### config.mk
export PLATFORM = sky130hd
export DESIGN_NAME = cache_csr
export DESIGN_NICKNAME = d
export VERILOG_FILES = /design/src/source/rcache_pkg.sv /design/src/source/cache_csr.sv
export SDC_FILE = /design/constraint.sdc
export NUM_CORES = 1
export LEC_CHECK = 0
export ABC_CLOCK_PERIOD_IN_PS = 5300
export BUFFER_PORTS_ARGS = -buffer_cell sky130_fd_sc_hd__buf_2
export CORE_MARGIN = 2
export CORE_UTILIZATION = 60
export DETAILED_ROUTE_END_ITERATION = 10
export PLACE_DENSITY = 0.95
export SLEW_MARGIN = 20
export SYNTH_ARGS = -nofsm -noshare
export SYNTH_HDL_FRONTEND = slang
export SYNTH_SLANG_ARGS = --single-unit
### constraint.sdc
create_clock -name clk -period 5.3 [get_ports clk]
set_input_delay 1.06 -clock clk [delete_from_list [all_inputs] [get_ports clk]]
set_output_delay 1.06 -clock clk [all_outputs]
set_load 0.05 [all_outputs]
### src/source/rcache_pkg.sv
`default_nettype none

package rcache_pkg;

    localparam int WORD_BITS = 32;
    localparam int LINE_WORDS = 4;
    localparam int LINE_BITS = LINE_WORDS * WORD_BITS;
    localparam int OFFSET_BITS = 2;
    localparam int BYTE_BITS = 2;

    typedef logic [WORD_BITS-1:0] word_t;
    typedef logic [LINE_BITS-1:0] line_t;
    typedef logic [OFFSET_BITS-1:0] offset_t;

    // Register map.
    typedef logic [1:0] csr_addr_t;

    localparam csr_addr_t CSR_CTRL = 2'd0;
    localparam csr_addr_t CSR_HITS = 2'd1;
    localparam csr_addr_t CSR_MISSES = 2'd2;

    // Bit positions in CSR_CTRL.
    localparam int CTRL_ENABLE_BIT = 0;
    localparam int CTRL_FLUSH_BIT = 1;

    typedef enum logic [1:0] {
        IDLE,
        LOOKUP,
        FETCH,
        FILL
    } fsm_state_t;

    // Index width for a cache of the given size in bytes, 16 bytes per line.
    function automatic int index_bits(input int cache_bytes);
        return $clog2(cache_bytes / 16);
    endfunction

    // Word at a given offset within a line.
    function automatic word_t line_word(input line_t line, input offset_t offset);
        return line[offset * WORD_BITS +: WORD_BITS];
    endfunction

endpackage

`default_nettype wire
### src/source/cache_csr.sv
`default_nettype none
`timescale 1ns/10ps

module cache_csr import rcache_pkg::*; (
    input  logic      clk,
    input  logic      rst,
    input  logic      csr_we,
    input  csr_addr_t csr_addr,
    input  word_t     csr_wdata,
    output word_t     csr_rdata,
    input  logic      hit_evt,
    input  logic      miss_evt,
    output logic      cache_enable,
    output logic      flush
);

    localparam int NUM_COUNTERS = 2;

    logic ctrl_we;
    logic [NUM_COUNTERS-1:0] cnt_evt;
    logic [NUM_COUNTERS-1:0] cnt_clr;
    word_t counters [NUM_COUNTERS];

    assign ctrl_we = csr_we && (csr_addr == CSR_CTRL);

    // Flush bit reads back as zero; it only fires the strobe.
    always_ff @(posedge clk or negedge rst) begin
        if (!rst) begin
            cache_enable <= 1'b1;
            flush <= 1'b0;
        end else begin
            flush <= ctrl_we && csr_wdata[CTRL_FLUSH_BIT];
            if (ctrl_we) begin
                cache_enable <= csr_wdata[CTRL_ENABLE_BIT];
            end
        end
    end

    // Index 0 counts hits, index 1 counts misses.
    assign cnt_evt = {miss_evt, hit_evt};
    assign cnt_clr[0] = csr_we && (csr_addr == CSR_HITS);
    assign cnt_clr[1] = csr_we && (csr_addr == CSR_MISSES);

    // A clear in the same cycle as an event wins.
    always_ff @(posedge clk or negedge rst) begin
        if (!rst) begin
            for (int i = 0; i < NUM_COUNTERS; i++) begin
                counters[i] <= '0;
            end
        end else begin
            for (int i = 0; i < NUM_COUNTERS; i++) begin
                if (cnt_clr[i]) begin
                    counters[i] <= '0;
                end else if (cnt_evt[i]) begin
                    counters[i] <= counters[i] + 1'b1;
                end
            end
        end
    end

    always_comb begin
        case (csr_addr)
            CSR_CTRL: csr_rdata = word_t'(cache_enable) << CTRL_ENABLE_BIT;
            CSR_HITS: csr_rdata = counters[0];
            CSR_MISSES: csr_rdata = counters[1];
            default: csr_rdata = '0;
        endcase
    end

    // One response per request, so never both at once.
    a_single_event: assert property (
        @(posedge clk) disable iff (!rst)
        !(hit_evt && miss_evt)
    );

endmodule

`default_nettype wire

# Yosys cells after proc, flatten, opt, wreduce, memory -nomap -nowiden
# Cells that the tools add are included.
dict set report totals {
  regBits 66
  latchBits 0
  mem_bits_rw 0
  mem_bits_ro 0
  input_bits 39
  out_inout_bits 34
  word_cells 20
  mem_count 0
}
dict set report op_classes {
  add_sub_neg 2
  n_mul 0
  div_mod_pow 0
  n_lt_le_gt_ge 0
  eq_ne 2
  shift 0
  mux 5
  bitwise 0
  reduce_logical 7
}
# cell count
set op_table {}
lappend op_table {{two-way mux 32 bit} 4}
lappend op_table {{one-hot mux 32 bit (3 select lines)} 1}
lappend op_table {{adder 32 x 1 -> 32 bit (second input constant)} 2}
lappend op_table {{logical AND 1 bit} 4}
lappend op_table {{nonzero test 2 bit} 2}
lappend op_table {{== test 2 x 1 -> 1 bit (second input constant)} 1}
lappend op_table {{== test 2 bit (second input constant)} 1}
lappend op_table {{zero test 2 bit} 1}

# Depth between registers and ports, before layout
# Gate-level depths: netlist of the first run.
dict set report depth {
  depth_word 3
  mapped_depth 6
  depth_no_buf 5
}

# Worst setup path before layout of the first run
# No wires, ideal clock.
dict set report synth_timing {
  path_type {input to output}
  from {in csr_addr[0]}
  to {out csr_rdata[0]}
  arrival_ns 2.259
  required_time_ns 4.240
  path_slack_ns 1.981
  stages 2
  n_path_buf 0
  path_cell_list {mux2i_1 o21ai_0}
}
dict set report synth_via {
  elab_chain_cells 2
  elab_cells_between_ends 4
  classes_between {eq/ne: 2; mux: 1; reduce/logical: 1}
}
# item line_no
set synth_rtl {}
lappend synth_rtl {{from (decl)} cache_csr.sv:8} ;# input csr_addr_t csr_addr,
lappend synth_rtl {{== test 2 bit, or another cell as far along} cache_csr.sv:62} ;# case (csr_addr)
lappend synth_rtl {{one-hot mux 32 bit (3 select lines) (*)} cache_csr.sv:62}
lappend synth_rtl {{to (decl)} cache_csr.sv:10} ;# output word_t csr_rdata,
# Every way passes the cells marked *; elsewhere a longest branch is shown, timed or not.

# Worst setup path after layout of the first run
dict set report layout_timing {
  from {in csr_addr[1]}
  to {out csr_rdata[28]}
}
# Same word-level chain as after synthesis.

==> results of run 1 <==
==> flip-flops by register name, indices dropped and copies added, names as in the netlist <==
| name | count |
|---|---|
| counters | 64 |
| cache_enable | 1 |
| flush | 1 |
==> logic make-up after synthesis <==
family / share of synthesized area (%)
simple gates: 27.9
compound gates: 17.9
flops: 42.1
buf+inv: 4.14
xor+xnor: 4.23
mux: 3.22
fa+ha+maj: 0.637
==> final cells by class <==
| type | instances | area [sq um] |
|---|---|---|
| clock inverters | 2 | 12.5 |
| repair buffers | 46 | 240 |
| well taps | 77 | 96.3 |
| flip-flops and latches | 66 | 1650 |
| multi-input cells | 317 | 2120 |
| inverters | 5 | 18.8 |
| clock buffers | 13 | 159 |
| fillers | 435 | 2050 |
==> layer usage <==
layer	wire [microns]	global-route usage [%]	vias to the layer above	part of all wire [%]
li1	-	-	1659	-
met1	4100	40.2	1783	40
met2	4880	43.2	210	48
met3	758	4.96	33	7.5
met4	390	17.0	0	3.9
met5	0	0	-	0
==> power by group through the flow <==
stage               logic, mW  registers, mW  clock network (mW)
global placement        0.153          0.600                   0
detailed placement      0.162          0.603                   0
CTS                     0.163          0.594               0.389
floorplan               0.133          0.583                   0
finish                  0.163          0.596               0.389
global route            0.177          0.601               0.413
==> synthesized netlist by cell type, types with 2 or more instances <==
| cell | number |
|---|---|
| nand2_1 | 27 |
| nand3_1 | 21 |
| a21oi_1 | 34 |
| a22o_1 | 30 |
| and3b_1 | 2 |
| and3_1 | 7 |
| nor2b_1 | 6 |
| ha_1 | 2 |
| clkbuf_1 | 17 |
| o21ai_0 | 15 |
| nand4_1 | 22 |
| nor2_1 | 25 |
| or4_1 | 17 |
| or2_2 | 4 |
| nor4_1 | 9 |
| o31ai_1 | 16 |
| mux2i_1 | 7 |
| xnor2_1 | 11 |
| mux2_2 | 5 |
| xor2_1 | 8 |
| nor3_1 | 3 |
| nand4_2 | 2 |
| o41ai_1 | 3 |
| or4b_1 | 2 |
| or3_1 | 13 |
| dfrtp_1 | 65 |
| and4_1 | 13 |
| buf_2 | 7 |
| inv_1 | 5 |
| buf_1 | 2 |
==> worst reg2reg max path: stages, from the launching register on <==
cell and delay [ns]:
dfrtp_1 0.45, ha_1 0.26, nand4_1 0.24, or4_1 0.65, nor3_1 0.22, mux2_2 0.35
==> worst max path at each step <==
stage / start / to / slack (ns) / cells past startpoint
global placement: csr_addr[0] / csr_rdata[23] / 1.60 / 4
global route: csr_addr[1] / csr_rdata[0] / 1.52 / 6
CTS: csr_addr[0] / csr_rdata[13] / 1.54 / 4
detailed placement: csr_addr[0] / csr_rdata[13] / 1.54 / 4
floorplan: csr_addr[0] / csr_rdata[0] / 1.98 / 2
finish: csr_addr[1] / csr_rdata[28] / 1.67 / 5
==> metrics by stage <==
stage	setup WS [ns]	util (%)
global route	1.52	67.8
global placement	1.60	65.0
floorplan	1.98	-
detailed placement	1.54	65.0
CTS	1.54	67.7
finish	1.67	67.8
==> impl_metrics.json, run 1 <==
{
  "gp_congestion": 0.886,
  "ios": 73,
  "final_cell_mix": "dfrtp_1, buf_2, a21oi_1",
  "portBuffers": 42,
  "drt_iter0_markers": 346,
  "cp_common_cell": "buf_2",
  "drt_wl_total_mm": 10.1,
  "drc": 0,
  "p_sw_mw": 0.364,
  "die-area_sq_um": 7210,
  "path_delay_family": "buffers and inverters",
  "power_mw": 1.15,
  "vdd_drop_max_uv": 218,
  "r2r_slack_ns": 3.01,
  "ys_seq_area_share_pct": 42.1,
  "p_leak_nw": 1.85,
  "grt_max_degree": 67,
  "insertion_delay_ns": 0.36,
  "grt_pass1_wl_mm": 16.5,
  "drt_first_pass_iters": 5,
  "clock-root-buffer": "clkbuf_8",
  "comb_power_share_pct": 14.2,
  "grt_use_total_pct": 29.0,
  "drive_gt1_share_pct": 18.0,
  "cp-end-kind": "output port",
  "maxSlewHeadroom_pct": 44.0,
  "hp-start": "counters[63]$_DFFE_PN0P_",
  "crit_chain": "buf_2 -> nor2b_2 -> buf_4 -> a22o_1 -> buf_2",
  "initial_core_util_pct": 61.9,
  "dp_hpwl_mm": 6.86,
  "start_kind": "input pin",
  "slew_violations": 0,
  "final_common_cell": "dfrtp_1",
  "die_x_microns": 84.9,
  "min_path_cells": 3,
  "stdcell_count": 526,
  "crit_fanout": 17,
  "antenna_found_initial": 0,
  "synth_area_leader_cell": "dfrtp_1",
  "setup_viol": 0,
  "syn_area_sq_um": 3930,
  "synthFlopType": "dfrtp_1",
  "fin_tns_setup_ns": 0,
  "r2r-end": "counters[58]$_DFFE_PN0P_",
  "synth_cells": 418,
  "post_cts_resized": 0,
  "path_buf_inv": 3,
  "hold_viol_final": 0,
  "arrival_ns": 2.57,
  "p_int_mw": 0.784,
  "clkTransAtPathRegs_ns": 0.07,
  "yosysWarningCount": 0,
  "outcome": "completed",
  "finalCriticalPeriod_ns": 3.63,
  "min_to": "counters[63]$_DFFE_PN0P_",
  "pwr-share-seq_pct": 51.9,
  "grt_overflow_total": 0,
  "switching_share_pct": 31.7,
  "viasPerCell": 7.01,
  "route.vias.total": 3685,
  "clockBufferDepth": 2,
  "p_clk_share_pct": 33.9,
  "slowest_delay_ns": 0.54,
  "synthArstFlopShare_pct": 100,
  "finClkSkew_ns": 0.0120,
  "cts_sinks": 66,
  "syn_avg_cell_area_sq_um": 9.40,
  "yosys_register_bits": 66,
  "hp-class": "reg -> reg",
  "p_per_area_nw_per_um2": 267,
  "worstMarginPinSlew_ns": 0.840,
  "slowest_stage": "nor2b_2",
  "fp.coreArea_sq_um": 6350,
  "synth.net_count": 459,
  "required_ns": 4.24,
  "reg2reg_depth": 5,
  "die_height_microns": 84.9,
  "max_freq_mhz": 276,
  "cts_tree": "built",
  "cts_setup_buffers": 0,
  "placed_cell_area_sq_um": 4130,
  "cts_buffers": 9,
  "netlist-cell-type-count": 48,
  "final_cell_area_sq_um": 4300,
  "critPathKind": "in -> out",
  "cts_hold_buffers": 0,
  "timing.hold.ws_ns": 0.568,
  "htreeDepth": 3,
  "final_nets": 486,
  "post-place-cells": 511,
  "synth.area.top_cells": "dfrtp_1, a22o_1, a21oi_1, nand4_1, or4_1",
  "worstReg2RegStart": "counters[32]$_DFFE_PN0P_",
  "synth-edff-count": 0,
  "n_antenna_cell": 0,
  "yosysTopAreaCellShare_pct": 41.4,
  "finalCritPeriodShare_pct": 68.5,
  "ant_nets": 0,
  "num_rows": 29,
  "cap_violations": 0,
  "synthToLayoutAreaGrowth_pct": 9.52,
  "grt_pass1_vias": 3297,
  "rsz0062_at_grt": "false",
  "wl_per_cell_microns": 19.2
}
No activity file was read; power rests on OpenSTA's default activity.
==> run 2: changes to the inputs <==
--- a/config.mk
+++ b/config.mk
@@ -5,12 +5,12 @@
 export SDC_FILE = /design/constraint.sdc
 export NUM_CORES = 1
 export LEC_CHECK = 0
-export ABC_CLOCK_PERIOD_IN_PS = 5300
+export ABC_CLOCK_PERIOD_IN_PS = 3070
 export BUFFER_PORTS_ARGS = -buffer_cell sky130_fd_sc_hd__buf_2
 export CORE_MARGIN = 2
-export CORE_UTILIZATION = 60
+export CORE_UTILIZATION = 51
 export DETAILED_ROUTE_END_ITERATION = 10
-export PLACE_DENSITY = 0.95
+export PLACE_DENSITY = 0.87
 export SLEW_MARGIN = 20
 export SYNTH_ARGS = -nofsm -noshare
 export SYNTH_HDL_FRONTEND = slang
==> constraint.sdc (replaced) <==
create_clock -name clk -period 3.07 [get_ports clk]
set_input_delay 0.614 -clock clk [delete_from_list [all_inputs] [get_ports clk]]
set_output_delay 0.614 -clock clk [all_outputs]
set_load 0.05 [all_outputs]
==> run 2 against run 1 <==
  * Global-route usage fell by 4.0 points
  * Cell count rose by 5.5%
  * Sequential power rose by 73%
  * Via count fell by 0.68%
  * Critical endpoint is now csr_rdata[31]
  * Power rose by 87%
  * Register-to-register slack got worse by 2.3 ns
==> impl_metrics.json, run 2 (same netlist as run 1, synthesis figures left out) <==
{
  "post_cts_resized": 0,
  "vdd_drop_max_uv": 358,
  "top_register": "counters",
  "slowest_delay_ns": 0.34,
  "drt_iter0_markers": 338,
  "cts_sinks": 66,
  "dp_hpwl_mm": 6.95,
  "max_freq_mhz": 418,
  "ios": 73,
  "hp-class": "in -> async",
  "insertion_delay_ns": 0.35,
  "required_ns": 2.46,
  "final_common_cell": "dfrtp_1",
  "worstMarginPinSlew_ns": 0.876,
  "rsz0062_at_grt": "false",
  "cp_common_cell": "buf_2",
  "finalCriticalPeriod_ns": 2.39,
  "ant_nets": 0,
  "viasPerCell": 6.59,
  "cts_hold_buffers": 0,
  "cap_violations": 0,
  "p_per_area_nw_per_um2": 488,
  "start_kind": "input pin",
  "grt_pass1_vias": 3450,
  "finClkSkew_ns": 0.00997,
  "final_cell_area_sq_um": 4400,
  "die_x_microns": 91.8,
  "num_rows": 32,
  "n_antenna_cell": 0,
  "grt_use_total_pct": 25.0,
  "outcome": "completed",
  "grt_pass1_wl_mm": 17.0,
  "final_nets": 489,
  "arrival_ns": 1.78,
  "fillers": 652,
  "drive_gt1_share_pct": 19.0,
  "path_buf_inv": 3,
  "synthToLayoutAreaGrowth_pct": 12.0,
  "grt_overflow_total": 0,
  "power_mw": 2.15,
  "cts_setup_buffers": 0,
  "htreeDepth": 3,
  "fp.coreArea_sq_um": 7610,
  "path_delay_family": "buffers and inverters",
  "die_height_microns": 91.8,
  "cts_buffers": 9,
  "crit_fanout": 31,
  "clock-root-buffer": "clkbuf_8",
  "route.vias.total": 3660,
  "fin_tns_setup_ns": 0,
  "portBuffers": 42,
  "setup_viol": 0,
  "final_cell_mix": "dfrtp_1, buf_2, a21oi_1",
  "finalCritPeriodShare_pct": 78.0,
  "critPathKind": "in -> out",
  "clkTransAtPathRegs_ns": 0.08,
  "die-area_sq_um": 8420,
  "largest_reg_flops": 64,
  "antenna_found_initial": 0,
  "slew_violations": 0,
  "slowest_stage": "buf_4",
  "grt_max_degree": 34,
  "placed_cell_area_sq_um": 4180,
  "reg_top3": "counters: 64 flops, cache_enable: 1 flops, flush: 1 flops",
  "p_leak_nw": 1.87,
  "wl_per_cell_microns": 18.4,
  "maxSlewHeadroom_pct": 41.6,
  "reg2reg_depth": 5,
  "cp-end-kind": "output port",
  "drt_wl_total_mm": 10.2,
  "clockBufferDepth": 2,
  "hold_viol_final": 0,
  "initial_core_util_pct": 51.7,
  "crit_chain": "buf_2 -> nor2b_2 -> buf_4 -> a22o_1 -> buf_2",
  "gp_congestion": 0.861,
  "cts_tree": "built",
  "cp.depth": 5,
  "drt_first_pass_iters": 7,
  "drc": 0
}
==> run 2: layer usage <==
metal | vias to the layer above | GRT usage, % | part of all wire (%)
met5 | - | 0 | 0
met4 | 0 | 8.08 | 1.5
met3 | 17 | 4.35 | 6.1
met2 | 169 | 40.1 | 49
met1 | 1803 | 34.7 | 43
li1 | 1671 | - | -
==> run 2: final timing paths <==
kind                                     startpoint                  endpoint  slack (ns)
max                                     csr_addr[0]             csr_rdata[31]        0.68
min                                             rst  counters[38]$_DFFE_PN0P_        0.19
max reg2reg                counters[32]$_DFFE_PN0P_  counters[58]$_DFFE_PN0P_        0.68
min reg2reg                counters[61]$_DFFE_PN0P_  counters[61]$_DFFE_PN0P_        0.56
max in group asynchronous                       rst  counters[62]$_DFFE_PN0P_        2.17
min in group clk                       csr_wdata[1]           flush$_DFF_PN0_        0.47
==> run 2: cell type report <==
class / count / area [sq um] / share of cell area [%]
Clock buffer: 10 / 128 / 2.90
Clock inverter: 6 / 91.3 / 2.08
Inverter: 5 / 18.8 / 0.426
Multi-Input combinational cell: 317 / 2120 / 48.2
Sequential cell: 66 / 1650 / 37.6
Tap cell: 102 / 128 / 2.90
Timing Repair Buffer: 49 / 263 / 5.97
==> run 2: report_power, final <==
part / total, mW / leakage (nW) / internal [mW] / switching (mW)
logic: 0.297 / 0.864 / 0.100 / 0.197
clock network: 0.825 / 0.0987 / 0.459 / 0.366
registers: 1.03 / 0.908 / 0.924 / 0.101
total: 2.15 / 1.87 / 1.48 / 0.664
==> run 2: stage by stage <==
| stage | instances | hold slack [ns] | utilization [%] | worst slack [ns] |
|---|---|---|---|---|
| floorplan | 418 | 0.318 | - | 0.575 |
| global placement | 539 | 0.533 | 55.0 | 0.652 |
| detailed placement | 539 | 0.551 | 55.0 | 0.580 |
| CTS | 555 | 0.205 | 57.8 | 0.682 |
| global route | 555 | 0.226 | 57.8 | 0.547 |
| finish | 555 | 0.194 | 57.8 | 0.677 |
==> run 3: changes to the inputs <==
--- a/config.mk
+++ b/config.mk
@@ -5,10 +5,11 @@
 export SDC_FILE = /design/constraint.sdc
 export NUM_CORES = 1
 export LEC_CHECK = 0
-export ABC_CLOCK_PERIOD_IN_PS = 3070
+export ABC_AREA = 1
+export ABC_CLOCK_PERIOD_IN_PS = 2100
 export BUFFER_PORTS_ARGS = -buffer_cell sky130_fd_sc_hd__buf_2
 export CORE_MARGIN = 2
-export CORE_UTILIZATION = 51
+export CORE_UTILIZATION = 52
 export DETAILED_ROUTE_END_ITERATION = 10
 export PLACE_DENSITY = 0.87
 export SLEW_MARGIN = 20
==> constraint.sdc (replaced) <==
create_clock -name clk -period 2.1 [get_ports clk]
set_input_delay 0.42 -clock clk [delete_from_list [all_inputs] [get_ports clk]]
set_output_delay 0.42 -clock clk [all_outputs]
set_load 0.05 [all_outputs]
==> run 3 against run 2 <==
  * Highest routed layer unchanged
  * Clock-buffer cell count is 4 higher
  * Sequential power increased by 38%
  * Hold slack got worse by 0.14 ns
  * Register-to-register slack worse by 0.19 ns
==> impl_metrics.json, run 3 <==
{
  "outcome": "completed",
  "top_register": "counters",
  "p_per_area_nw_per_um2": 585,
  "reg_top3": "counters: 64 flops, cache_enable: 1 flops, flush: 1 flops",
  "synth-edff-count": 0,
  "drc": 0,
  "largest_reg_flops": 64,
  "path_delay_family": "buffers and inverters",
  "p_sw_mw": 0.887,
  "p_leak_nw": 2.33,
  "cts_setup_buffers": 0,
  "synthFlopType": "dfrtp_1",
  "yosysWarningCount": 0,
  "reg2reg_depth": 8,
  "cp-end-kind": "output port",
  "clock-root-buffer": "clkbuf_8",
  "hp-class": "in -> async",
  "synth.net_count": 709,
  "vdd_drop_max_uv": 277,
  "critPathKind": "in -> out",
  "synth_area_leader_cell": "dfrtp_1",
  "yosys_register_bits": 66,
  "syn_avg_cell_area_sq_um": 6.70,
  "grt_use_total_pct": 26.9,
  "cp_common_cell": "buf_2",
  "maxSlewHeadroom_pct": 62.2,
  "setup_viol": 0,
  "cts_hold_buffers": 0,
  "worstReg2RegStart": "counters[14]$_DFFE_PN0P_",
  "viasPerCell": 5.63,
  "die_x_microns": 96.8,
  "ys_seq_area_share_pct": 36.9,
  "finalCritPeriodShare_pct": 89.5,
  "synthToLayoutAreaGrowth_pct": 12.8,
  "fin_tns_setup_ns": 0,
  "clkTransAtPathRegs_ns": 0.07,
  "p_int_mw": 2.07,
  "hold_viol_final": 0,
  "grt_max_degree": 45,
  "grt_pass1_wl_mm": 20.6,
  "rsz0062_at_grt": "false",
  "die_height_microns": 96.8,
  "cap_violations": 0,
  "final_cell_mix": "nand2_1, nor2_1, inv_1",
  "post_cts_resized": 0,
  "r2r-end": "counters[31]$_DFFE_PN0P_",
  "clockBufferDepth": 2,
  "finalCriticalPeriod_ns": 1.88,
  "p_clk_share_pct": 37.6,
  "slowest_stage": "buf_2",
  "finClkSkew_ns": 0.00697,
  "ios": 73,
  "start_kind": "input pin",
  "path_buf_inv": 4,
  "antenna_found_initial": 0,
  "max_freq_mhz": 532,
  "slowest_delay_ns": 0.29,
  "timing.hold.ws_ns": 0.0534,
  "r2r_slack_ns": 0.49,
  "yosys-top-cells-count": "nand2_1, nor2_1, inv_1",
  "cts_sinks": 66,
  "insertion_delay_ns": 0.35,
  "final_nets": 754,
  "cp-startpoint": "csr_addr[1]",
  "comb_power_share_pct": 14.5,
  "route.vias.total": 4631,
  "required_ns": 1.68,
  "gp_congestion": 0.933,
  "worstMarginPinSlew_ns": 0.567,
  "switching_share_pct": 30.0,
  "htreeDepth": 3,
  "initial_core_util_pct": 53.9,
  "wl_per_cell_microns": 14.9,
  "final_common_cell": "nand2_1",
  "yosysTopAreaCellShare_pct": 36.3,
  "netlist-cell-type-count": 34,
  "num_rows": 33,
  "drt_iter0_markers": 377,
  "yosysMostFrequentCell": "nand2_1",
  "drive_gt1_share_pct": 18.5,
  "fp.coreArea_sq_um": 8300,
  "synth_cells": 668,
  "cts_tree": "built",
  "ant_nets": 0,
  "die-area_sq_um": 9360,
  "grt_overflow_total": 0,
  "pwr-share-seq_pct": 48.0,
  "drt_wl_total_mm": 12.2,
  "post-place-cells": 807,
  "crit_fanout": 19,
  "synth.area.top_cells": "dfrtp_1, nand2_1, nor2_1, nand3_1, inv_1",
  "arrival_ns": 1.46,
  "syn_area_sq_um": 4480,
  "slew_violations": 0,
  "n_antenna_cell": 0,
  "grt_pass1_vias": 4452,
  "crit_chain": "buf_2 -> clkinv_4 -> nand2_1 -> buf_4 -> o21ai_1 -> buf_2",
  "portBuffers": 42,
  "cts_buffers": 9,
  "stdcell_count": 823,
  "synthArstFlopShare_pct": 100,
  "dp_hpwl_mm": 9.09,
  "drt_first_pass_iters": 5
}
[run 3: per-layer routing]
layer  share of wire (%)  wire length, microns  vias to the layer above  track usage [%]
met1                  39                  4790                     2131             32.7
met5                   0                     0                        -                0
li1                    -                     -                     2226                -
met3                 6.4                   787                       57             5.27
met2                  49                  6020                      217             45.4
met4                 5.3                   645                        0             13.5
[run 3: power groups by stage]
stage          Sequential, mW  Clock, mW  Combinational [mW]
4_1_cts                  1.42       1.11               0.428
3_3_place_gp             1.43          0               0.415
3_5_place_dp             1.44          0               0.427
5_1_grt                  1.43       1.17               0.468
6_report                 1.42       1.11               0.427
2_1_floorplan            1.44          0               0.301
[run 3: worst max-delay path by stage]
| stage | cells after the start | to |
|---|---|---|
| after CTS | 6 | csr_rdata[9] |
| after detailed placement | 6 | csr_rdata[9] |
| after global routing | 6 | csr_rdata[9] |
| after global placement | 6 | csr_rdata[9] |
| final | 6 | csr_rdata[9] |
| after floorplan | 4 | csr_rdata[15] |
[run 3: cell type report]
cell class	count	area, sq um
clock buffer	14	163
clock inverter	2	35.0
fill	706	3250
inverter	77	297
multi-input combinational	509	2490
sequential	66	1650
tap	105	131
timing repair buffer	50	283
[run 3: cells by family after synthesis]
family | share of synthesized area (%)
simple gates | 43.3
compound gates | 10.1
fa+ha+maj | 0.559
flops | 36.9
mux | 0.252
buf+inv | 8.89
[run 3: worst register-to-register path, delay by kind of cell (launching register included)]
family,cells,cell delay [ns]
flip-flops,1,0.46
AND/OR/NAND/NOR,8,1.09
[run 3: per-stage QoR]
stage	instance area [sq um]	utilization, %	setup WS [ns]	power, mW
after floorplan	4540	-	-0.194	1.74
after global placement	4850	58.5	0.251	1.85
after detailed placement	4850	58.5	0.248	1.86
after CTS	5050	60.8	0.243	2.95
after global routing	5050	60.8	0.206	3.06
final	5050	60.8	0.220	2.96
