`config.mk`:
```
export PLATFORM = sky130hd
export DESIGN_NAME = miss_fsm
export DESIGN_NICKNAME = d
export VERILOG_FILES = /design/src/source/rcache_pkg.sv /design/src/source/miss_fsm.sv
export SDC_FILE = /design/constraint.sdc
export NUM_CORES = 1
export LEC_CHECK = 0
export ABC_CLOCK_PERIOD_IN_PS = 2600
export BUFFER_PORTS_ARGS = -buffer_cell sky130_fd_sc_hd__buf_4
export CORE_MARGIN = 5
export CORE_UTILIZATION = 38
export DETAILED_ROUTE_END_ITERATION = 16
export PLACE_DENSITY = 0.77
export SKIP_LAST_GASP = 1
export SYNTH_ARGS = -nofsm -noshare
export SYNTH_HDL_FRONTEND = slang
export SYNTH_SLANG_ARGS = --single-unit
export TNS_END_PERCENT = 50
```
`constraint.sdc`:
```
create_clock -name clk -period 2.6 [get_ports clk]
set_input_delay 0.39 -clock clk [delete_from_list [all_inputs] [get_ports clk]]
set_output_delay 0.39 -clock clk [all_outputs]
set_load 0.01 [all_outputs]
```
`src/source/rcache_pkg.sv`:
```
`default_nettype none

package rcache_pkg;

    localparam int WORD_BITS = 32;
    localparam int LINE_WORDS = 4;
    localparam int LINE_BITS = LINE_WORDS * WORD_BITS;
    localparam int OFFSET_BITS = 2;
    localparam int BYTE_BITS = 2;

    typedef logic [WORD_BITS-1:0] word_t;
    typedef logic [LINE_BITS-1:0] line_t;
    typedef logic [OFFSET_BITS-1:0] offset_t;

    // Register map.
    typedef logic [1:0] csr_addr_t;

    localparam csr_addr_t CSR_CTRL = 2'd0;
    localparam csr_addr_t CSR_HITS = 2'd1;
    localparam csr_addr_t CSR_MISSES = 2'd2;

    // Bit positions in CSR_CTRL.
    localparam int CTRL_ENABLE_BIT = 0;
    localparam int CTRL_FLUSH_BIT = 1;

    typedef enum logic [1:0] {
        IDLE,
        LOOKUP,
        FETCH,
        FILL
    } fsm_state_t;

    // Index width for a cache of the given size in bytes, 16 bytes per line.
    function automatic int index_bits(input int cache_bytes);
        return $clog2(cache_bytes / 16);
    endfunction

    // Word at a given offset within a line.
    function automatic word_t line_word(input line_t line, input offset_t offset);
        return line[offset * WORD_BITS +: WORD_BITS];
    endfunction

endpackage

`default_nettype wire
```
`src/source/miss_fsm.sv`:
```
`default_nettype none
`timescale 1ns/10ps

module miss_fsm import rcache_pkg::*; (
    input  logic  clk,
    input  logic  rst,
    input  logic  read_en,
    input  word_t addr,
    input  logic  lookup_hit,
    input  word_t lookup_word,
    input  logic  cache_enable,
    input  logic  mem_ready,
    input  line_t mem_data,
    output word_t req_addr,
    output logic  lookup,
    output logic  fill_en,
    output logic  mem_req,
    output word_t mem_addr,
    output word_t data_out,
    output logic  hit,
    output logic  rsp_valid,
    output logic  busy,
    output logic  hit_evt,
    output logic  miss_evt
);

    localparam int LINE_LSB = OFFSET_BITS + BYTE_BITS;

    fsm_state_t state;
    logic accept;
    logic take_hit;
    logic line_done;

    // Busy also covers the response cycle.
    assign busy = (state != IDLE) || rsp_valid;
    assign accept = read_en && !busy;

    assign lookup = (state == LOOKUP);
    assign take_hit = lookup && lookup_hit && cache_enable;
    assign line_done = (state == FETCH) && mem_ready;

    // Disabled cache reads straight from memory and leaves the store alone.
    assign fill_en = line_done && cache_enable;

    always_ff @(posedge clk or negedge rst) begin
        if (!rst) begin
            state <= IDLE;
            mem_req <= 1'b0;
            rsp_valid <= 1'b0;
            hit <= 1'b0;
            hit_evt <= 1'b0;
            miss_evt <= 1'b0;
        end else begin
            rsp_valid <= 1'b0;
            hit_evt <= 1'b0;
            miss_evt <= 1'b0;
            case (state)
                IDLE: begin
                    if (accept) begin
                        state <= LOOKUP;
                    end
                end
                LOOKUP: begin
                    if (take_hit) begin
                        state <= IDLE;
                        rsp_valid <= 1'b1;
                        hit <= 1'b1;
                        hit_evt <= 1'b1;
                    end else begin
                        state <= FETCH;
                        mem_req <= 1'b1;
                    end
                end
                FETCH: begin
                    if (mem_ready) begin
                        state <= FILL;
                        mem_req <= 1'b0;
                    end
                end
                FILL: begin
                    state <= IDLE;
                    rsp_valid <= 1'b1;
                    hit <= 1'b0;
                    miss_evt <= 1'b1;
                end
                default: state <= IDLE;
            endcase
        end
    end

    always_ff @(posedge clk) begin
        if (accept) begin
            req_addr <= addr;
        end
        if (lookup && !take_hit) begin
            mem_addr <= {req_addr[WORD_BITS-1:LINE_LSB], {LINE_LSB{1'b0}}};
        end
        // Miss word comes from the bus, not from a second store read.
        if (take_hit) begin
            data_out <= lookup_word;
        end else if (line_done) begin
            data_out <= line_word(mem_data, req_addr[BYTE_BITS +: OFFSET_BITS]);
        end
    end

    a_req_falls_after_ready: assert property (
        @(posedge clk) disable iff (!rst)
        $fell(mem_req) |-> $past(mem_ready)
    );

endmodule

`default_nettype wire

```
-- Word level (Yosys, flattened, before mapping)
Cells that the tools add are included.
Widths: inputs -> output; s select.
- flip-flop bits (word level): 99
- input port bits: 198
- output and inout bits: 104
- word-level logic and storage cells: 49
- equality and inequality tests: 7
- shifts and indexed selects: 1
- mux-type cells: 15
- reductions and logical operators: 17
- operators by type and width (operator ; number):
    $shiftx 128x8->32 ; 1
    $mux 32 ; 2
    $pmux 2 s4 ; 1
    $reduce_bool 2->1 ; 4
    $logic_and 1x1->1 ; 6
    $mux 1 ; 6
    $mux 2 ; 3
    $ne 2x2->1 const B ; 3
    $pmux 1 s2 ; 3
    $eq 2x2->1 const B ; 2
    $reduce_and 2->1 ; 2
    $reduce_and 3->1 ; 1
    $eq 2x1->1 const B ; 1
    $logic_not 1->1 ; 2
    $logic_not 2->1 ; 1
    $ne 2x1->1 const B ; 1
    $logic_or 1x1->1 ; 1

-- Logic depth before layout (Yosys ltp)
Gate-level depths: netlist of run 1.
- word-level depth: 6
- depth in mapped cells: 7
- mapped depth without buffers: 5

-- Least setup slack after synthesis of run 1
Ideal clock, no wire load.
- path kind: register to register
- start point: register (tool-made name)
- end point: register req_addr[0] (enable)
- arrival time: 2.309 ns
- data required time: 2.179 ns
- setup slack: -0.130 ns
- cell stages (with the launch flop): 4
- path buffers: 1
- cell sequence: dfrtp_1 buf_2 or3_1 nor2_1
- RTL lines (item ; line ; RTL):
    end signal: assignment ; miss_fsm.sv:93 ; req_addr <= addr;
    end: declaration ; miss_fsm.sv:14 ; output word_t req_addr,

==> summary.txt, run 1 <==
Area grow syn2layout: 61.0%
Std-Cell Core Area: 11400 um^2
Drt pass-1 iters: 4
Min-delay worst type: in2reg
Power share of the combinational group: 0.336
Share of cells above drive strength 1: 0.753
Fmax: 484 MHz
Routability cong.: 0.825
I/O Pins: 302
DRT antenna net count: 0
Post-route DRC: 0
Sw Ratio: 0.284
Post-Route Setup TNS: 0 ns
RSZ-0062 raised after global routing: false
Register area share after synthesis: 0.664
Sw Pwr: 1.64 mW
Status: finished clean
Fin. Hold Viols: 0
Most frequent cells in the layout: buf_4 (303), edfxtp_1 (92), mux4_2 (30), mux2_4 (27), clkbuf_16 (9)
Hold-fix buffers, CTS: 1
Tcrit/Tclk final: 0.795
Starting Density: 0.387
Gr usage total: 0.195
Total design power: 5.79 mW
Clock Latency Late Sink: 0.34 ns
Buffers added on ports: 297
Cell count after synthesis: 205
Max-cap violation count: 0
Slew Limit Fails: 0
CTS H-tree depth: 3
Register bit total from synthesis: 99
Global route overflow: 0
Cell variety after synth: 26
Total clock sinks: 99
Critical path required time: 2.69 ns
Most common cell after layout, fill and taps aside: buf_4
Die X: 118 um
Number of global-route vias before repair: 3613
Clk network pwr share: 0.236
Crit path time final: 2.07 ns
Worst Path Max Fanout: 24
Setup bufs post-CTS: 0
Max rail drop VDD: 0.498 mV
WS Path Type: reg2reg
HPWL Detailed: 11.4 mm
Crit path capture type: flip-flop
Cell Rows: 39
Drt total wl: 13.8 mm
Pwr dens: 813 nW/um^2
Clock slew at reported path FFs: 0.07 ns
Root Buffer: clkbuf_16
Wire per inst: 20.9 um
Critical Path AT: 2.16 ns
Leakage power: 3.15 nW
Post-CTS Resized: 0
Number of buffers created by CTS: 9
Register share of total power: 0.428
Mean Syn Cell Area: 21.6 um^2
Setup Skew: 0.00829 ns
Internal power: 4.15 mW
Fin nets: 708
Die Y-Extent: 118 um
Synth Cell Area: 4420 um^2
Diode count: 0
Die Area: 13900 um^2
Via Count: 3214
TritonCTS clock tree: done
First-pass GRT wire length: 20.7 mm
Clock tree buffer depth: 2
Synth warn: 0
Initial antenna violation count: 0
Vias per cell: 4.88
Detailed Route Iter0 Violations: 195
Crit start category: flip-flop
Worst Min Path Start: addr[22]
Final count of negative-setup-slack endpoints: 0
Pin count of the biggest net entering global routing: 31
==> critical path, stage by stage (launching register included) <==
cell	delay, ns
dfrtp_1	0.47
nand2b_4	0.20
inv_2	0.09
nand3_4	0.37
buf_4	0.38
mux2_4	0.31
==> metrics by stage <==
step	instances	instance area (um^2)	util	setup slack [ns]	hold slack (ns)
3_5_place_dp	641	6800	0.595	0.527	0.209
5_1_grt	658	7120	0.624	0.426	0.200
2_1_floorplan	208	4440	-	0.135	0.0944
4_1_cts	658	7120	0.624	0.521	0.209
6_report	658	7120	0.624	0.533	0.220
3_3_place_gp	641	6800	0.595	0.585	0.205
==> power groups by stage <==
stage | Sequential [mW] | Combinational, mW | Clock, mW
2_1_floorplan | 2.65 | 0.833 | 0
3_3_place_gp | 2.49 | 1.94 | 0
3_5_place_dp | 2.52 | 1.98 | 0
4_1_cts | 2.48 | 1.99 | 1.40
5_1_grt | 2.52 | 2.07 | 1.48
6_report | 2.48 | 1.94 | 1.37
==> flip-flops by register name, indices dropped and copies added (netlist names), named ones only <==
signal     count
rsp_valid      1
hit_evt        1
mem_req        1
data_out      32
mem_addr      28
state          1
miss_evt       1
req_addr      32
hit            1
==> area by class of cell <==
class,instances,area (um^2)
repair buffers,306,2320
clock buffers,9,225
fillers,874,4300
inverters,4,15.0
flip-flops and latches,99,2940
multi-input cells,90,1350
clock inverters,7,88.8
well taps,143,179
==> cells by family after synthesis <==
| kind of cell | count (synthesis) | share of synthesized area |
|---|---|---|
| compound gates | 7 | 0.00849 |
| simple gates | 15 | 0.0221 |
| other cells | 1 | 0.000848 |
| buf+inv | 19 | 0.0354 |
| flops | 99 | 0.664 |
| mux | 64 | 0.269 |
==> routing by layer <==
metal | track usage | vias up | part of all wire
met5 | 0 | - | 0
met4 | 0.0423 | 0 | 0.0093
met3 | 0.0735 | 12 | 0.11
met2 | 0.342 | 212 | 0.52
met1 | 0.227 | 1543 | 0.36
li1 | - | 1447 | -
==> final timing paths <==
path / end / slack (ns) / cells after the start
setup / recovery: data_out[25] / 0.53 / 5
hold / removal: req_addr[22] / 0.22 / 1
setup reg to reg: data_out[25] / 0.53 / 5
hold reg to reg: mem_addr[23] / 0.46 / 0
max in group asynchronous: state[0] / 2.09 / 2
min in group asynchronous: rsp_valid / 0.39 / 2
==> Yosys cell counts <==
library cell  number  share of area
edfxtp_1          92           0.62
mux4_2            30           0.15
mux2_4            27          0.092
buf_4              7          0.012
dfrtp_1            7          0.040
a21oi_1            5         0.0057
mux2_2             5          0.013
buf_12             3          0.014
inv_1              3         0.0025
nand2_1            3         0.0025
nor2_1             3         0.0025
buf_1              2         0.0017
buf_2              2         0.0023
mux4_1             2          0.012
nand2b_1           2         0.0028
nor2b_1            2         0.0028
a22oi_1            1         0.0017
and2_1             1         0.0014
and3_1             1         0.0014
buf_6              1         0.0025
conb_1             1        0.00085
inv_2              1        0.00085
nand2b_4           1         0.0031
nand3_4            1         0.0040
o21ai_0            1         0.0011
or3_1              1         0.0014
Power figures use the tool's default switching activity.
==> run 2: changes to the inputs <==
Settings changed: ABC_AREA set to 1, ABC_CLOCK_PERIOD_IN_PS 2600 to 2200, CORE_UTILIZATION 38 to 44, PLACE_DENSITY 0.77 to 0.81.
Clock period 2.6 ns to 2.2 ns, I/O delays scaled along.
==> run 2 against run 1 <==
Power grew 19%. Largest power group unchanged. Cell area rose by 8.2%. Highest routed layer unchanged. Hold slack worse by 0.059 ns. Clock skew fell by 0.0014 ns. Clock power is 25% higher. Sequential power is 15% higher.
==> summary.txt, run 2 <==
I/O Pins: 302 (unchanged)
Synth Flop Type: edfxtp_1 (unchanged)
Cell count after synthesis: 605 (was 205)
Critical path's slowest cell: buf_4 (was dfrtp_1)
HPWL Detailed: 12.6 mm (was 11.4 mm)
Post-synthesis async set-or-reset flop share: 0.0707 (unchanged)
Fin area: 7710 um^2 (was 7120 um^2)
Path depth of the worst reg2reg path: 6 (was 5)
Post-CTS Resized: 0 (unchanged)
Post-Route Setup TNS: 0 ns (unchanged)
TritonCTS clock tree: done (unchanged)
Largest regs: data_out (32), req_addr (32), mem_addr (28) (unchanged)
Worst Hold Depth: 1 (unchanged)
Flop2flop setup slack: 0.54 ns (was 0.53 ns)
Setup Skew: 0.00688 ns (was 0.00829 ns)
Clock slew at reported path FFs: 0.07 ns (about the same)
Std-Cell Core Area: 11300 um^2 (was 11400 um^2)
Detailed Route Iter0 Violations: 407 (was 195)
Number of global-route vias before repair: 4550 (was 3613)
Post-synth top area cell: edfxtp_1 (unchanged)
Crit-path cells: buf_4 > buf_4 (was nand2b_4 > inv_2 > nand3_4 > buf_4 > mux2_4)
Root Buffer: clkbuf_16 (unchanged)
Max-cap violation count: 0 (unchanged)
Worst Path Max Fanout: 65 (was 24)
Synth warn: 0 (unchanged)
Most numerous cell in the Yosys netlist: nand2_1 (was edfxtp_1)
Via Count: 4797 (was 3214)
Crit start category: flip-flop (unchanged)
FILL cells: 916 (was 874)
Clock tree buffer depth: 2 (unchanged)
Drt pass-1 iters: 5 (was 4)
Post-DP Area: 7370 um^2 (was 6800 um^2)
Post-route DRC: 0 (unchanged)
Slew @ Worst Pin: 0.679 ns
Min-delay worst type: in2reg (unchanged)
Crit path capture type: primary output (was flip-flop)
Total clock sinks: 99 (unchanged)
Starting Density: 0.444 (was 0.387)
Share of the synthesized area in the top cell type: 0.553 (was 0.625)
Area grow syn2layout: 54.1% (was 61.0%)
Status: finished clean (unchanged)
Crit path buffers/inverters: 2 (unchanged)
First-pass GRT wire length: 23.7 mm (was 20.7 mm)
Routability cong.: 0.893 (was 0.825)
Layout Utilization: 0.684 (was 0.624)
Pwr dens: 894 nW/um^2 (was 813 nW/um^2)
Critical Path AT: 1.53 ns (was 2.16 ns)
Slew Limit Fails: 0 (unchanged)
Post-synth top cells: nand2_1 (264), inv_1 (135), edfxtp_1 (92) (was edfxtp_1 (92), mux4_2 (30), mux2_4 (27))
Cell Rows: 39 (unchanged)
Cell variety after synth: 18 (was 26)
Max rail drop VDD: 0.571 mV (was 0.498 mV)
Mean Syn Cell Area: 8.26 um^2 (was 21.6 um^2)
Setup Slack @ Placement: 0.510 ns (was 0.527 ns)
Fin. Hold Viols: 0 (unchanged)
Vias per cell: 4.59 (was 4.88)
Worst Min Path Start: addr[18] (was addr[22])
Number of buffers created by CTS: 9 (unchanged)
Most common cell after layout, fill and taps aside: buf_4 (unchanged)
Synth Cell Area: 5000 um^2 (was 4420 um^2)
CTS H-tree depth: 3 (unchanged)
Clock Latency Late Sink: 0.34 ns (about the same)
Die X: 117 um (was 118 um)
Final setup margin: 0.345 ns (was 0.533 ns)
Diode count: 0 (unchanged)
CP max stage delay: 0.54 ns (was 0.47 ns)
Register area share after synthesis: 0.588 (was 0.664)
Cell mode on critical path: buf_4
Critical path required time: 1.87 ns (was 2.69 ns)
Pin count of the biggest net entering global routing: 66 (was 31)
Drt total wl: 16.3 mm (was 13.8 mm)
Top delay family on crit path: buffers and inverters (was simple AND/OR/NAND/NOR gates)
Share of cells above drive strength 1: 0.364 (was 0.753)
Global route overflow: 0 (unchanged)
Die Y-Extent: 117 um (was 118 um)
Die Area: 13600 um^2 (was 13900 um^2)
Synth area leaders: edfxtp_1 (55%), nand2_1 (20%), inv_1 (10%), nand3_1 (6.6%), dfrtp_1 (3.5%) (was edfxtp_1 (62%), mux4_2 (15%), mux2_4 (9.2%), dfrtp_1 (4.0%), buf_12 (1.4%))
Sink of the worst hold path: req_addr[18] (was req_addr[22])
Leakage power: 4.20 nW (was 3.15 nW)
Buffers added on ports: 297 (unchanged)
Wire per inst: 15.6 um (was 20.9 um)
Post-synth EDFFs: 92 (unchanged)
Final count of negative-setup-slack endpoints: 0 (unchanged)
Worst r2r dst: data_out[10] (was data_out[25])
Relative slew slack: 0.547
Fmax: 539 MHz
Register bit total from synthesis: 99 (unchanged)
Crit path time final: 1.86 ns
Tcrit/Tclk final: 0.843
Most frequent cells in the layout: buf_4 (304), nand2_1 (264), inv_1 (135), edfxtp_1 (92), nand3_1 (66) (was buf_4 (303), edfxtp_1 (92), mux4_2 (30), mux2_4 (27), clkbuf_16 (9))
Initial antenna violation count: 0 (unchanged)
RSZ-0062 raised after global routing: false (unchanged)
Fin nets: 1095 (was 708)
DRT antenna net count: 0 (unchanged)
Gr usage total: 0.230 (was 0.195)
WS Path Type: reg2out (was reg2reg)
==> run 2: changes by cell type after synthesis, sizes merged, moves of 2 or more <==
cell    delta
a21oi      -5
buf        +5
clkbuf    +10
inv      +133
mux2      -32
mux4      -32
nand2    +261
nand2b     -3
nand3     +66
nor2b      -2
==> run 2: worst register-to-register path, delay by kind of cell (launching register included) <==
family | cells | cell delay (ns)
AND/OR/NAND/NOR | 4 | 0.63
buffers and inverters | 2 | 0.46
flip-flops | 1 | 0.44
==> run 2: what timing repair did <==
item                                   CTS  global route
endpoints found under the hold margin    7             0
hold buffers                             1             0
setup buffers                            0             0
==> run 2: worst max path at each step <==
stage	start	endpoint	slack (ns)	cells past startpoint
2_1_floorplan	state[0]	mem_addr[10]	0.18	6
3_3_place_gp	req_addr[2]	data_out[20]	0.55	7
3_5_place_dp	req_addr[2]	data_out[20]	0.51	7
4_1_cts	req_addr[2]	req_addr[2]	0.34	2
5_1_grt	req_addr[2]	req_addr[2]	0.25	2
6_report	req_addr[2]	req_addr[2]	0.34	2
==> run 2: kinds of logic (layout without fill, tap and decap cells) <==
kind of cell	after synthesis	after routing	share of synthesized area
compound gates	1	1	0.00100
flops	99	99	0.588
buf+inv	168	462	0.137
other cells	1	4	0.000750
simple gates	336	336	0.274
==> run 2: cell type report <==
type / count / area, um^2 / area share
Sequential cell: 99 / 2940 / 0.381
Clock buffer: 10 / 229 / 0.0297
Tap cell: 143 / 179 / 0.0232
Timing Repair Buffer: 308 / 2350 / 0.305
Multi-Input combinational cell: 341 / 1390 / 0.181
Clock inverter: 6 / 97.6 / 0.0127
Inverter: 138 / 519 / 0.0674
==> run 2: per-layer routing <==
layer / GRT usage / share of wire / up-vias / wire [um]
met3: 0.0585 / 0.099 / 28 / 1620
met1: 0.277 / 0.36 / 2144 / 5910
li1: - / - / 2398 / -
met5: 0 / 0 / - / 0
met4: 0.0742 / 0.023 / 0 / 379
met2: 0.403 / 0.52 / 227 / 8410
==> run 2: stage by stage <==
step,total power [mW],hold slack [ns],cells
6_report,6.89,0.161,1045
5_1_grt,7.26,0.147,1045
4_1_cts,6.96,0.150,1045
3_5_place_dp,5.24,0.148,1028
3_3_place_gp,5.17,0.146,1028
2_1_floorplan,3.95,0.0344,608
==> run 2: power by group <==
group	leakage, nW	switching, mW	internal (mW)
Sequential	0.941	0.181	2.68
Clock	0.153	0.695	1.01
Combinational	3.11	1.29	1.03
==> run 3: changes to the inputs <==
Settings changed: ABC_CLOCK_PERIOD_IN_PS 2200 to 1950.
Clock period 2.2 ns to 1.95 ns, I/O delays scaled along.
==> run 3 against run 2 <==
Routed wire length barely moved. Critical path type unchanged. Clock skew rose by 0.0061 ns. Sequential cell count did not move. Non-clock buffer count rose by 4. Sequential share of layout area fell by 0.23 points. Power rose by 13%. Cell count rose by 0.38%. Via count rose by 0.23%. Global-route usage rose by 0.24 points. Die area did not move. Hold slack got worse by 0.046 ns. Critical endpoint is now fill_en.
==> summary.txt, run 3 (same netlist as run 2, synthesis figures left out) <==
Power share of the combinational group: 0.342 (was 0.336)
Share of cells above drive strength 1: 0.369 (was 0.364)
Detailed Route Iter0 Violations: 344 (was 407)
Die Y-Extent: 117 um (unchanged)
Total clock sinks: 99 (unchanged)
I/O Pins: 302 (unchanged)
Sw Pwr: 2.59 mW (was 2.17 mW)
Critical path's slowest cell: dfrtp_1 (was buf_4)
Crit-path cells: nand3_1 > nor2_1 > buf_4 (was buf_4 > buf_4)
Starting Density: 0.444 (unchanged)
Wire per inst: 15.6 um (about the same)
Worst r2r dst: data_out[18] (was data_out[10])
Register share of total power: 0.418 (was 0.416)
Diode count: 0 (unchanged)
Sink of the worst hold path: req_addr[1] (was req_addr[18])
Most common cell after layout, fill and taps aside: buf_4 (unchanged)
Gr usage total: 0.232 (was 0.230)
First-pass GRT wire length: 23.8 mm (was 23.7 mm)
Min-delay worst type: in2reg (unchanged)
Area of the multi-input gates: 1400 um^2 (was 1390 um^2)
RSZ-0062 raised after global routing: false (unchanged)
Global route overflow: 0 (unchanged)
Fin nets: 1099 (was 1095)
Clock tree buffer depth: 2 (unchanged)
Buffers added on ports: 297 (unchanged)
Pwr dens: 1000 nW/um^2 (was 894 nW/um^2)
Clock slew at reported path FFs: 0.08 ns (was 0.07 ns)
Die Area: 13600 um^2 (unchanged)
Vias per cell: 4.58 (was 4.59)
Top delay family on crit path: flip-flops (was buffers and inverters)
Final setup margin: 0.328 ns (was 0.345 ns)
Post-Layout Cell Count: 1049 (was 1045)
Worst Path Max Fanout: 4 (was 65)
Via Count: 4808 (was 4797)
Die X: 117 um (unchanged)
Std-Cell Core Area: 11300 um^2 (unchanged)
Number of global-route vias before repair: 4588 (was 4550)
FILL cells: 952 (was 916)
Worst Hold Depth: 1 (unchanged)
Slew @ Worst Pin: 0.501 ns (was 0.679 ns)
Sw Ratio: 0.333 (was 0.314)
Pin count of the biggest net entering global routing: 48 (was 66)
Crit path time final: 1.62 ns
DP Cell Count: 1032 (was 1028)
Max-cap violation count: 0 (unchanged)
WS Path Type: reg2out (unchanged)
HPWL Detailed: 12.7 mm (was 12.6 mm)
Fmax: 617 MHz
Cell Rows: 39 (unchanged)
Area grow syn2layout: 55.1% (was 54.1%)
Leakage power: 4.23 nW (was 4.20 nW)
CTS H-tree depth: 3 (unchanged)
Worst Min Path Start: addr[1] (was addr[18])
Setup Skew: 0.0130 ns (was 0.00688 ns)
Number of buffers created by CTS: 9 (unchanged)
Hold slack: 0.115 ns (was 0.161 ns)
Routability cong.: 0.862 (was 0.893)
Slew Limit Fails: 0 (unchanged)
Hold-fix buffers, CTS: 1 (unchanged)
Crit path buffers/inverters: 1 (was 2)
Largest regs: data_out (32), req_addr (32), mem_addr (28) (unchanged)
Post-route DRC: 0 (unchanged)
Initial antenna violation count: 0 (unchanged)
Crit path capture type: primary output (unchanged)
Drt pass-1 iters: 5 (unchanged)
Drt total wl: 16.3 mm (about the same)
Critical path required time: 1.66 ns (was 1.87 ns)
Post-CTS Resized: 0 (unchanged)
Relative slew slack: 0.666 (was 0.547)
Internal power: 5.17 mW (was 4.72 mW)
Tcrit/Tclk final: 0.832
Fin. Hold Viols: 0 (unchanged)
Post-DP Area: 7420 um^2 (was 7370 um^2)
Most frequent cells in the layout: buf_4 (307), nand2_1 (263), inv_1 (135), edfxtp_1 (92), nand3_1 (66) (was buf_4 (304), nand2_1 (264), inv_1 (135), edfxtp_1 (92), nand3_1 (66))
Flop2flop setup slack: 0.42 ns (was 0.54 ns)
Root Buffer: clkbuf_16 (unchanged)
Critical Path AT: 1.33 ns (was 1.53 ns)
Post-Route Setup TNS: 0 ns (unchanged)
Setup Slack @ Placement: 0.456 ns (was 0.510 ns)
Setup bufs post-CTS: 0 (unchanged)
Crit start category: flip-flop (unchanged)
Clock Latency Late Sink: 0.35 ns (was 0.34 ns)
Path depth of the worst reg2reg path: 6 (unchanged)
Final count of negative-setup-slack endpoints: 0 (unchanged)
Layout Utilization: 0.688 (was 0.684)
Max rail drop VDD: 0.719 mV (was 0.571 mV)
Status: finished clean (unchanged)
Fin area: 7750 um^2 (was 7710 um^2)
TritonCTS clock tree: done (unchanged)
DRT antenna net count: 0 (unchanged)
CP max stage delay: 0.45 ns (was 0.54 ns)
Sequential Area: 2940 um^2 (unchanged)
Clk network pwr share: 0.240 (was 0.248)
Total design power: 7.76 mW (was 6.89 mW)
==> run 3: worst max path at each step <==
stage,cells after the start,end,start,slack [ns]
6_report,3,fill_en,flip-flop,0.33
5_1_grt,4,fill_en,state[0],0.20
4_1_cts,3,fill_en,flip-flop,0.30
3_5_place_dp,4,req_addr[17],flip-flop,0.46
3_3_place_gp,4,req_addr[17],flip-flop,0.50
2_1_floorplan,6,mem_addr[10],state[0],0.24
==> run 3: cell type report <==
class / count / area share
flip-flops and latches: 99 / 0.379
clock inverters: 7 / 0.0127
multi-input cells: 341 / 0.180
well taps: 143 / 0.0231
repair buffers: 312 / 0.309
inverters: 138 / 0.0670
clock buffers: 9 / 0.0290
==> run 3: power by group through the flow <==
stage          logic, mW  registers, mW  clock network, mW
2_1_floorplan      0.990           3.47                  0
3_3_place_gp        2.65           3.26                  0
3_5_place_dp        2.69           3.28                  0
4_1_cts             2.70           3.25               1.90
5_1_grt             2.92           3.29               2.00
6_report            2.65           3.24               1.86
==> run 3: routing by layer <==
layer / up-vias / track usage / wire [um]
met5: - / 0 / 0
met4: 0 / 0.0635 / 367
met3: 28 / 0.0653 / 1580
met2: 213 / 0.396 / 8470
met1: 2163 / 0.291 / 5910
li1: 2404 / - / -
